`src/verilog/eth_stream_pkg.sv`:
```
package eth_stream_pkg;

  localparam int eth_mtu_bytes = 1500;
  localparam int ip_hdr_bytes  = 20;
  localparam int udp_hdr_bytes = 8;

  localparam int len_w   = 16;
  localparam int total_w = 32;

  // largest udp payload that fits one frame
  localparam logic [len_w-1:0] max_pkt_bytes =
    len_w'(eth_mtu_bytes - ip_hdr_bytes - udp_hdr_bytes);

  localparam int gap_cycles = 128;  // idle cycles after each packet

  localparam int fifo_addr_w = 11;
  localparam int fifo_depth  = 1 << fifo_addr_w;
  localparam int fifo_cnt_w  = 12;  // one bit more than the address

  localparam int sample_w = 16;
  localparam int byte_w   = 8;

  // send controller states
  localparam int ctrl_state_w = 4;
  localparam logic [ctrl_state_w-1:0] st_idle         = 4'd0;
  localparam logic [ctrl_state_w-1:0] st_burst_wait   = 4'd1;
  localparam logic [ctrl_state_w-1:0] st_burst_send   = 4'd2;
  localparam logic [ctrl_state_w-1:0] st_burst_gap    = 4'd3;
  localparam logic [ctrl_state_w-1:0] st_burst_length = 4'd4;
  localparam logic [ctrl_state_w-1:0] st_stream_wait  = 4'd5;
  localparam logic [ctrl_state_w-1:0] st_stream_send  = 4'd6;
  localparam logic [ctrl_state_w-1:0] st_stream_done  = 4'd7;
  localparam logic [ctrl_state_w-1:0] st_stream_gap   = 4'd8;

endpackage

```
`src/verilog/udp_payload_tx.sv`:
```
`timescale 1ns/1ps

module udp_payload_tx import eth_stream_pkg::*; (
  input  logic                  clk125M,
  input  logic                  reset_n,
  input  logic                  pkt_tx_en,
  input  logic [len_w-1:0]      pkt_length,
  input  logic [byte_w-1:0]     fifo_dout,
  input  logic [fifo_cnt_w-1:0] fifo_rd_cnt,
  output logic                  fifo_rd,
  output logic                  payload_valid,
  output logic [byte_w-1:0]     payload_byte,
  output logic                  payload_last,
  output logic                  eth_tx_done
);

  logic [len_w-1:0] rd_left;  // bytes of this packet not yet read

  // count already reflects the previous read
  assign fifo_rd = (rd_left != '0) && (fifo_rd_cnt != '0);

  assign payload_byte = fifo_dout;  // fifo data lands with payload_valid

  always_ff @(posedge clk125M or negedge reset_n) begin
    if (!reset_n) begin
      rd_left       <= '0;
      payload_valid <= 1'b0;
      payload_last  <= 1'b0;
      eth_tx_done   <= 1'b0;
    end else begin
      if (pkt_tx_en)
        rd_left <= pkt_length;
      else if (fifo_rd)
        rd_left <= rd_left - 1'b1;
      payload_valid <= fifo_rd;
      payload_last  <= fifo_rd && (rd_left == len_w'(1));
      eth_tx_done   <= payload_last;  // one cycle after the last byte
    end
  end

endmodule

```
`config.mk`:
```
export PLATFORM = sky130hd
export DESIGN_NAME = udp_payload_tx
export DESIGN_NICKNAME = d
export VERILOG_FILES = /design/src/verilog/eth_stream_pkg.sv /design/src/verilog/udp_payload_tx.sv
export SDC_FILE = /design/constraint.sdc
export NUM_CORES = 1
export LEC_CHECK = 0
export BUFFER_PORTS_ARGS = -buffer_cell sky130_fd_sc_hd__buf_2
export CORE_MARGIN = 2
export CORE_UTILIZATION = 50
export CTS_CLUSTER_DIAMETER = 80
export CTS_CLUSTER_SIZE = 14
export DETAILED_ROUTE_END_ITERATION = 7
export PLACE_DENSITY = 0.93
export SLEW_MARGIN = 20
export SYNTH_ARGS = -nofsm -noshare
export SYNTH_HDL_FRONTEND = slang
export SYNTH_SLANG_ARGS = --single-unit
```
`constraint.sdc`:
```
create_clock -name clk125M -period 7.6 [get_ports clk125M]
set_clock_uncertainty 0.15 [all_clocks]
set_input_delay 0.38 -clock clk125M [delete_from_list [all_inputs] [get_ports clk125M]]
set_output_delay 0.38 -clock clk125M [all_outputs]
set_load 0.05 [all_outputs]
```
* After elaboration in Yosys (flattened, before gate mapping) *
Cells that the tools add are included.
W data, S select, Z words.

operators by class
  shift-type cells = 0
  add/subtract/negate cells = 1
  divide/modulo/power cells = 0
  $lt $le $gt $ge = 0
  reductions and logical operators = 5
  multiply operators = 0
  bitwise logic cells = 0
  multiplexer cells = 2
  equal/unequal tests = 1

operators with widths
  operator                 number
  $mux W16                 2
  $eq A16 B1 Y1 const B    1
  $reduce_bool A16 Y1      1
  $sub A16 B1 Y16 const B  1
  $reduce_bool A12 Y1      1
  $logic_and A1 B1 Y1      2
  $reduce_bool A2 Y1       1

storage, ports and cells
  flip-flop bits (word level) = 19
  RAM bits = 0
  memories = 0
  bits in read-only memories = 0
  logic and storage cells = 13
  bits in latches = 0

* Longest topological paths before layout *
Gate-level depths: netlist of run 1.

  word-level depth = 4
  mapped depth = 7

* Worst setup path before layout of run 1 *
No wires, ideal clock.

  kind = reg2reg
  start = register rd_left[6]
  end = register rd_left[1]
  arrival = 2267 ps
  required time = 7325 ps
  slack = 5058 ps
  stages on the path, launching flop included = 8
  path through = dfrtp_1 or4_4 or4_4 buf_6 o21ai_4 inv_2 mux2i_1 mux2_2

between the ends
  word-level cells in the longest chain between the ends = 3

ends and longest elaborated chain
  element                       RTL line              text
  start: declaration            udp_payload_tx.sv:17  logic [len_w-1:0] rd_left;
  start signal: assignment      udp_payload_tx.sv:32  rd_left <= pkt_length;
  start signal: assignment      udp_payload_tx.sv:34  rd_left <= rd_left - 1'b1;
  $reduce_bool A16 Y1           udp_payload_tx.sv:20  assign fifo_rd = (rd_left != '0) && (fifo_rd_cnt != '0);
  $logic_and A1 B1 Y1           udp_payload_tx.sv:20
  named net fifo_rd             udp_payload_tx.sv:10  output logic fifo_rd,
  $reduce_bool A2 Y1 (no line)  -

The timed path passes the listed nets, and every way through them passes these cells.
A chain may end at the register's enable or synchronous reset.

* Worst setup path in the final report of run 1 *
  start = register rd_left[6]
  end = output port fifo_rd

between the ends
  word-level cells in the longest chain between the ends = 2

ends and longest elaborated chain
  element              RTL line
  $reduce_bool A16 Y1  udp_payload_tx.sv:20
  $logic_and A1 B1 Y1  udp_payload_tx.sv:20
  end: declaration     udp_payload_tx.sv:10

Every way passes these cells.

==> results.toml, run 1 <==
[status]
outcome = "finished, final reports clean"

[pwr]
power.leakage_nw = 0.572
power_density_nw_per_um2 = 166
ir_worst_vdd_mv = 0.0918

[finish]
drive_gt1_share_pct = 28.6
n_antenna_cell = 0
utilization_pct = 60.5
fin_nets = 196
syn2layout_area_growth_pct = 13.6

[critical_path]
crit_slowest_cell = "or4_4"
worstPathCellList = "or4_4, or4_4, o21ai_4, inv_2, buf_2"
worst_path_most_repeated_cell = "or4_4"
cp_max_fo = 6
worst_setup_path_end_kind = "primary output"
cp_data_arrival_time_ns = 2.37
critical_path_required_ns = 7.07
critical_path_class = "reg -> out"
crit_path_max_incr_delay_ns = 0.58
crit_path_start_kind = "flip-flop"

[synthesis]
yosys_register_bits = 19
yosysUniqueCellTypes = 34
yosysSeqAreaShare_pct = 40.4
avgSynthCellArea_um2 = 9.27
syn_inst = 127
yosysWarnings = 0
synth_area_um2 = 1180
synth_fp_nets = 168

[clock_network]
cts_tree = "done"
clock-sinks = 19
cts_buffers = 3
root_buffer = "clkbuf_4"
htree_num_levels = 1
cts_buffer_depth = 2
clkSlewWorstSetupHoldPaths_ns = 0.12
clk_latency_ns = 0.31
cts_setup_buffers = 0
cts_resized = 0

[global_route]
grtUsageTotal_pct = 22.2
antenna_found_initial = 0
gr-max-usage-layer = "met2"
grt_overflow_total = 0
grt_max_degree = 30
use_met3_pct = 7.43
met2_usage_pct = 36.0
grt_pass1_vias = 983
grt_first_pass_wirelength_um = 4470
grt_util_met1_pct = 28.5

[routing]
ant_nets = 0
wl_per_cell_um = 15.1
vias_per_cell = 5.84
dr.pass1.iters = 4
wirelength_um = 2750
first_iter_violations = 26
drc = 0
vias = 1063

[worst_hold_path]
hold_class = "in -> reg"

[placement]
portBuffers = 34
pre_cts_ws_ns = 5.05
globalplace.congestion = 0.869
dp_hpwl_um = 2060

[sta]
rsz0062_at_grt = "no"
min_period_over_period_pct = 38.2
fin_tns_setup_ns = 0
setup_viol = 0
fin_crit_ns = 2.90
hold-worst-slack_ns = 0.121
max_slew_margin_pct = 52.8
hold_violations = 0
final.setup.worst_slack_ns = 4.70
slew_viol_final = 0
worst_pin_slew_ns = 0.707
fmax_mhz = 345

[floorplan]
fp.dieW_um = 52.5
initial_utilization_pct = 53.2
io_pins = 51
std_cell_rows = 17
dieArea_um2 = 2760
core_area_um2 = 2210
fp.dieH_um = 52.5

[job]
cap_violations = 0
==> metrics by stage <==
| step | cells | instance area (um2) | power, W |
|---|---|---|---|
| floorplan | 127 | 1180 | 0.000162 |
| global route | 182 | 1340 | 0.000236 |
| global placement | 177 | 1300 | 0.000166 |
| detailed placement | 177 | 1300 | 0.000170 |
| CTS | 182 | 1340 | 0.000223 |
| finish | 182 | 1340 | 0.000223 |
==> critical path: cells and delay by family (launching register included) <==
kind / cells / cell delay, ns
flops: 1 / 0.43
compound gates: 1 / 0.19
simple gates: 2 / 1.14
buf+inv: 2 / 0.31
==> metal layers <==
metal / wire length, um / vias to the layer above / share of wire [%]
met2: 1360 / 45 / 49
met3: 185 / 6 / 6.7
li1: - / 516 / -
met5: 0 / - / 0
met1: 1160 / 496 / 42
met4: 38 / 0 / 1.4
==> Yosys cell counts, drive strengths merged <==
master,number,share of area [%]
o41ai,2,1.5
a221o,1,0.85
nor2,7,2.2
mux2,1,0.96
a2bb2oi,1,0.74
nand2,16,5.1
and3,1,0.53
nor3b,1,0.64
o21ai,11,5.6
or3,3,1.6
xor2,6,4.5
or4,5,3.8
inv,4,1.3
o211ai,6,3.8
buf,9,6.1
clkbuf,3,0.96
nor4b,1,0.74
o311ai,1,0.74
o311a,1,0.85
a31oi,2,1.1
dfrtp,19,40
nor4,7,3.7
nor3,4,1.7
nor2b,1,0.53
mux2i,1,0.85
a2111oi,1,1.3
xnor2,4,3.0
nand3,3,1.3
nand4,3,1.6
ha,2,2.1
==> worst paths after layout <==
check                                  startpoint                       to  slack [ns]  cells past startpoint
hold reg to reg            payload_last$_DFF_PN0_    eth_tx_done$_DFF_PN0_        0.26                      0
hold / removal                     pkt_length[11]  rd_left[11]$_DFFE_PN0P_        0.12                      3
setup reg to reg           rd_left[0]$_DFFE_PN0P_  rd_left[12]$_DFFE_PN0P_        5.07                      7
min in group asynchronous                 reset_n   payload_last$_DFF_PN0_        0.37                      2
max in group asynchronous                 reset_n   rd_left[8]$_DFFE_PN0P_        6.63                      2
setup / recovery           rd_left[6]$_DFFE_PN0P_                  fifo_rd        4.70                      5
==> layout make-up <==
cell class	count	area (um2)
clock buffer	3	22.5
clock inverter	1	5.00
fill	201	875
inverter	4	15.0
multi-input combinational	92	604
sequential	19	475
tap	28	35.0
timing repair buffer	35	180
==> where the power goes <==
part / internal (W) / switching [W] / leakage, nW
logic: 0.0000216 / 0.0000241 / 0.326
registers: 0.000111 / 0.0000125 / 0.228
clock network: 0.0000197 / 0.0000341 / 0.0177
==> cell families after synthesis <==
group / Yosys count / share of synthesized area [%]
mux: 2 / 1.81
buf+inv: 16 / 8.29
xor+xnor: 10 / 7.44
fa+ha+maj: 2 / 2.13
simple gates: 52 / 23.5
flops: 19 / 40.4
compound gates: 26 / 16.5
==> cell usage in the layout (no fill, tap or decap), drive strengths merged, types with 2 or more instances in the layout <==
cell type / instances
buf: 34
dfrtp: 19
nand2: 16
o21ai: 11
nor2: 7
nor4: 7
xor2: 6
o211ai: 6
or4: 5
xnor2: 4
nor3: 4
inv: 4
or3: 3
nand3: 3
nand4: 3
clkbuf: 3
o41ai: 2
a31oi: 2
ha: 2
==> timing repair <==
item | CTS | global route
hold buffers | 1 | 0
setup endpoints to repair | 0 | 0
hold endpoints to repair | 19 | 0
==> flip-flops by register name, summed over array words and instances, names as in the netlist <==
signal         cells
rd_left           16
payload_valid      1
eth_tx_done        1
payload_last       1
(Power assumes the default switching activity.)
==> inputs of run 2 (changes only) <==
--- a/config.mk
+++ b/config.mk
@@ -7,11 +7,11 @@
 export LEC_CHECK = 0
 export BUFFER_PORTS_ARGS = -buffer_cell sky130_fd_sc_hd__buf_2
 export CORE_MARGIN = 2
-export CORE_UTILIZATION = 50
+export CORE_UTILIZATION = 47
 export CTS_CLUSTER_DIAMETER = 80
 export CTS_CLUSTER_SIZE = 14
 export DETAILED_ROUTE_END_ITERATION = 7
-export PLACE_DENSITY = 0.93
+export PLACE_DENSITY = 0.88
 export SLEW_MARGIN = 20
 export SYNTH_ARGS = -nofsm -noshare
 export SYNTH_HDL_FRONTEND = slang
==> constraint.sdc (replaced) <==
create_clock -name clk125M -period 3 [get_ports clk125M]
set_clock_uncertainty 0.15 [all_clocks]
set_input_delay 0.15 -clock clk125M [delete_from_list [all_inputs] [get_ports clk125M]]
set_output_delay 0.15 -clock clk125M [all_outputs]
set_load 0.05 [all_outputs]
==> results.toml, run 2 (synthesized netlist as in run 1, its figures left out) <==
[routing]
wirelength_um = 2690
vias_per_cell = 5.43
top_layer_used = "met4"
wl_per_cell_um = 13.4
first_iter_violations = 35
ant_nets = 0
met3_length_um = 154
vias = 1092
met2_length_um = 1300
drc = 0
dr.pass1.iters = 4
met1_length_um = 1170

[global_route]
grtUsageTotal_pct = 21.2
grt_pass1_vias = 991
grt_max_degree = 30
grt_overflow_total = 0
grt_first_pass_wirelength_um = 4400
antenna_found_initial = 0

[critical_path]
r2r-start = "rd_left[6]$_DFFE_PN0P_"
worst_setup_path_end_kind = "primary output"
cp_max_fo = 6
reg2reg_depth = 5
crit_path_start_kind = "flip-flop"
cp_data_arrival_time_ns = 2.37
r2r_end = "rd_left[7]$_DFFE_PN0P_"
r2r_slack_ns = 0.51
critPathLaunch = "rd_left[6]$_DFFE_PN0P_"
critical_path_class = "reg -> out"
critical_path_required_ns = 2.70

[floorplan]
fp.dieW_um = 54.1
core_area_um2 = 2430
std_cell_rows = 18
io_pins = 51
initial_utilization_pct = 48.4
fp.dieH_um = 54.1
dieArea_um2 = 2920

[finish]
utilization_pct = 61.9
regArea_um2 = 475
multi_input_area_um2 = 604
fillers = 207
largest_reg_flops = 16
fin_nets = 213
final_cell_mix = "34 x buf_2, 19 x dfrtp_1, 17 x dlygate4sd3_1"
final_common_cell = "buf_2"
design_area_um2 = 1510
drive_gt1_share_pct = 25.7
syn2layout_area_growth_pct = 27.9
final_cell_count_no_fill = 201
n_antenna_cell = 0
top_register = "rd_left"

[sta]
worst_pin_slew_ns = 0.543
rsz0062_at_grt = "no"
slew_viol_final = 0
max_slew_margin_pct = 63.5
hold-worst-slack_ns = 0.143
hold_violations = 0
fin_crit_ns = 2.67
setup_viol = 0
fin_tns_setup_ns = 0
min_period_over_period_pct = 88.9
fmax_mhz = 375

[worst_hold_path]
hold_depth = 3
hold_class = "in -> reg"
holdPathEnd = "rd_left[8]$_DFFE_PN0P_"
hp-start = "pkt_tx_en"

[status]
outcome = "finished, final reports clean"

[pwr]
power_density_nw_per_um2 = 382
ir_worst_vdd_mv = 0.278
power.leakage_nw = 0.641

[clock_network]
cts_setup_buffers = 0
cts_tree = "done"
clk_latency_ns = 0.30
root_buffer = "clkbuf_4"
cts_hold_buf = 17
cts_resized = 0
htree_num_levels = 1
cts_buffer_depth = 2
cts_buffers = 3
clock-sinks = 19
clkSlewWorstSetupHoldPaths_ns = 0.11

[placement]
place_inst = 180
dpl_cell_area_um2 = 1310
globalplace.congestion = 0.877
portBuffers = 34
dp_hpwl_um = 1950

[job]
cap_violations = 0
## run 2: cell count changes in the layout (fill, tap and decap cells not counted), sizes merged
| cell | before | now |
|---|---|---|
| clkbuf | 3 | 4 |
| buf | 34 | 35 |
| dlygate4sd3 | 1 | 17 |
| clkinv | 1 | 0 |
## run 2: metal layers
| metal | vias up | track usage (%) |
|---|---|---|
| met4 | 0 | 10.4 |
| met2 | 37 | 34.1 |
| li1 | 552 | - |
| met3 | 5 | 4.72 |
| met5 | - | 0 |
| met1 | 498 | 26.6 |
## run 2: area by class of cell
| cell class | count | area share [%] |
|---|---|---|
| clock buffers | 4 | 1.74 |
| multi-input cells | 92 | 40.1 |
| flip-flops and latches | 19 | 31.6 |
| inverters | 4 | 0.997 |
| well taps | 30 | 2.49 |
| repair buffers | 52 | 23.1 |
## run 2: where the power goes
group	switching [W]	leakage, nW	internal, W	total (W)
Sequential	0.0000325	0.228	0.000280	0.000313
Combinational	0.0000609	0.398	0.0000692	0.000130
Clock	0.0000804	0.0150	0.0000520	0.000132
## run 2: how the worst max path moves through the flow
stage	end	cells past startpoint
6_report	fifo_rd	5
3_5_place_dp	rd_left[7]$_DFFE_PN0P_	5
5_1_grt	fifo_rd	5
3_3_place_gp	rd_left[1]$_DFFE_PN0P_	6
2_1_floorplan	rd_left[1]$_DFFE_PN0P_	7
4_1_cts	fifo_rd	5
## run 2: worst max-delay path, stage by stage, from the launching register on
cell and delay [ns]:
dfrtp_1 0.43, or4_4 0.57, or4_4 0.55, o21ai_4 0.20
inv_2 0.09, buf_2 0.22
## run 2: stage by stage
step | power (W) | setup WS (ns)
after floorplan | 0.000411 | 0.458
after global placement | 0.000423 | 0.594
after detailed placement | 0.000429 | 0.538
after CTS | 0.000579 | 0.343
after global routing | 0.000614 | 0.235
final | 0.000575 | 0.334
==> inputs of run 3 (changes only) <==
--- a/config.mk
+++ b/config.mk
@@ -12,6 +12,7 @@
 export CTS_CLUSTER_SIZE = 14
 export DETAILED_ROUTE_END_ITERATION = 7
 export PLACE_DENSITY = 0.88
+export RECOVER_POWER = 25
 export SLEW_MARGIN = 20
 export SYNTH_ARGS = -nofsm -noshare
 export SYNTH_HDL_FRONTEND = slang
==> results.toml, run 3 (synthesized netlist as in run 1, its figures left out) <==
[status]
outcome = "finished, final reports clean"

[worst_hold_path]
hold_class = "in -> reg"

[floorplan]
io_pins = 51
core_area_um2 = 2430
std_cell_rows = 18
fp.dieW_um = 54.1
dieArea_um2 = 2920
initial_utilization_pct = 48.4
fp.dieH_um = 54.1

[global_route]
antenna_found_initial = 0
grt_first_pass_wirelength_um = 4400
grtUsageTotal_pct = 21.2
grt_pass1_vias = 991
grt_max_degree = 30
grt_overflow_total = 0

[pwr]
netSwitchingPower_w = 0.000174
p_sw_share_pct = 30.2
pwr-share-comb_pct = 22.6
power.leakage_nw = 0.639
p_int_w = 0.000401
power_density_nw_per_um2 = 382
power_frac_clock_pct = 23.0
ir_worst_vdd_mv = 0.278
power.share.sequential_pct = 54.4

[routing]
wirelength_um = 2680
wl_per_cell_um = 13.4
vias = 1092
vias_per_cell = 5.43
drc = 0
dr.pass1.iters = 4
ant_nets = 0
first_iter_violations = 35

[clock_network]
clk_latency_ns = 0.30
root_buffer = "clkbuf_4"
cts_buffer_depth = 2
clkSlewWorstSetupHoldPaths_ns = 0.11
cts_tree = "done"
cts_buffers = 3
clock-sinks = 19
htree_num_levels = 1

[critical_path]
cp_data_arrival_time_ns = 2.37
crit_slowest_cell = "or4_4"
worst_path_most_repeated_cell = "or4_4"
critical_path_required_ns = 2.70
worstPathCellList = "or4_4, or4_4, o21ai_4, inv_2, buf_2"
cp_max_fo = 6
crit_path_start_kind = "flip-flop"
crit_path_max_incr_delay_ns = 0.57
worst_setup_path_end_kind = "primary output"
critical_path_class = "reg -> out"

[sta]
setup_viol = 0
min_period_over_period_pct = 88.9
worst_pin_slew_ns = 1.00
fmax_mhz = 375
fin_tns_setup_ns = 0
hold-worst-slack_ns = 0.143
fin_crit_ns = 2.67
rsz0062_at_grt = "no"
hold_violations = 0
max_slew_margin_pct = 33.1
slew_viol_final = 0

[placement]
globalplace.congestion = 0.877
portBuffers = 34
dpl_cell_area_um2 = 1310
dp_hpwl_um = 1950

[finish]
n_antenna_cell = 0
fillers = 208
fin_nets = 213
top_register = "rd_left"
regArea_um2 = 475
syn2layout_area_growth_pct = 27.8
multi_input_area_um2 = 604
drive_gt1_share_pct = 25.1
design_area_um2 = 1510
final_cell_mix = "33 x buf_2, 19 x dfrtp_1, 17 x dlygate4sd3_1"
final_common_cell = "buf_2"
largest_reg_flops = 16

[job]
cap_violations = 0
-- run 3: changes by cell type in the layout (fill, tap and decap cells not counted), sizes merged --
cell    delta
buf        -1
clkbuf     +1
-- run 3: final timing paths --
| check | from | end | slack (ns) | cells after the start |
|---|---|---|---|---|
| max | rd_left[6]$_DFFE_PN0P_ | fifo_rd | 0.33 | 5 |
| min | pkt_tx_en | rd_left[8]$_DFFE_PN0P_ | 0.14 | 3 |
| max reg2reg | rd_left[6]$_DFFE_PN0P_ | rd_left[7]$_DFFE_PN0P_ | 0.51 | 5 |
| min reg2reg | payload_last$_DFF_PN0_ | eth_tx_done$_DFF_PN0_ | 0.23 | 0 |
| max in group asynchronous | reset_n | rd_left[15]$_DFFE_PN0P_ | 1.73 | 2 |
| min in group asynchronous | reset_n | rd_left[6]$_DFFE_PN0P_ | 0.37 | 2 |
-- run 3: routing by layer --
| layer | track usage (%) | wire, um |
|---|---|---|
| met1 | 26.6 | 1170 |
| met2 | 34.1 | 1300 |
| met3 | 4.72 | 154 |
| met4 | 10.4 | 53 |
| met5 | 0 | 0 |
-- run 3: power by group through the flow --
| stage | Sequential, W | Combinational (W) | Clock (W) |
|---|---|---|---|
| finish | 0.000313 | 0.000130 | 0.000132 |
| CTS | 0.000312 | 0.000131 | 0.000136 |
| global route | 0.000318 | 0.000149 | 0.000147 |
| global placement | 0.000314 | 0.000109 | 0 |
| detailed placement | 0.000317 | 0.000112 | 0 |
| floorplan | 0.000309 | 0.000103 | 0 |
-- run 3: per-stage QoR --
step | total power, W | std cells | utilization, % | setup WS, ns
finish | 0.000575 | 201 | 61.9 | 0.334
floorplan | 0.000411 | 127 | - | 0.458
CTS | 0.000579 | 201 | 61.9 | 0.343
global route | 0.000614 | 201 | 61.9 | 0.235
global placement | 0.000423 | 180 | 53.9 | 0.594
detailed placement | 0.000429 | 180 | 53.9 | 0.538
-- run 3: worst max-delay path, delay by kind of cell, from the launching register on --
| kind | cells | cell delay [ns] |
|---|---|---|
| and+or+nand+nor | 2 | 1.12 |
| DFF | 1 | 0.43 |
| buffers and inverters | 2 | 0.31 |
| AOI/OAI and AO/OA | 1 | 0.20 |
-- run 3: final cells by class --
cell class              count  share of cell area [%]
inverters                   4                   0.998
well taps                  30                    2.49
repair buffers             52                    23.0
flip-flops and latches     19                    31.6
multi-input cells          92                    40.1
clock buffers               4                    1.75
-- run 3: what timing repair did --
item                                   in CTS  in global routing
hold buffers                               17                  0
endpoints found under the hold margin      35                  0
gates resized for setup                     0                  0
buffers inserted                            0                  0
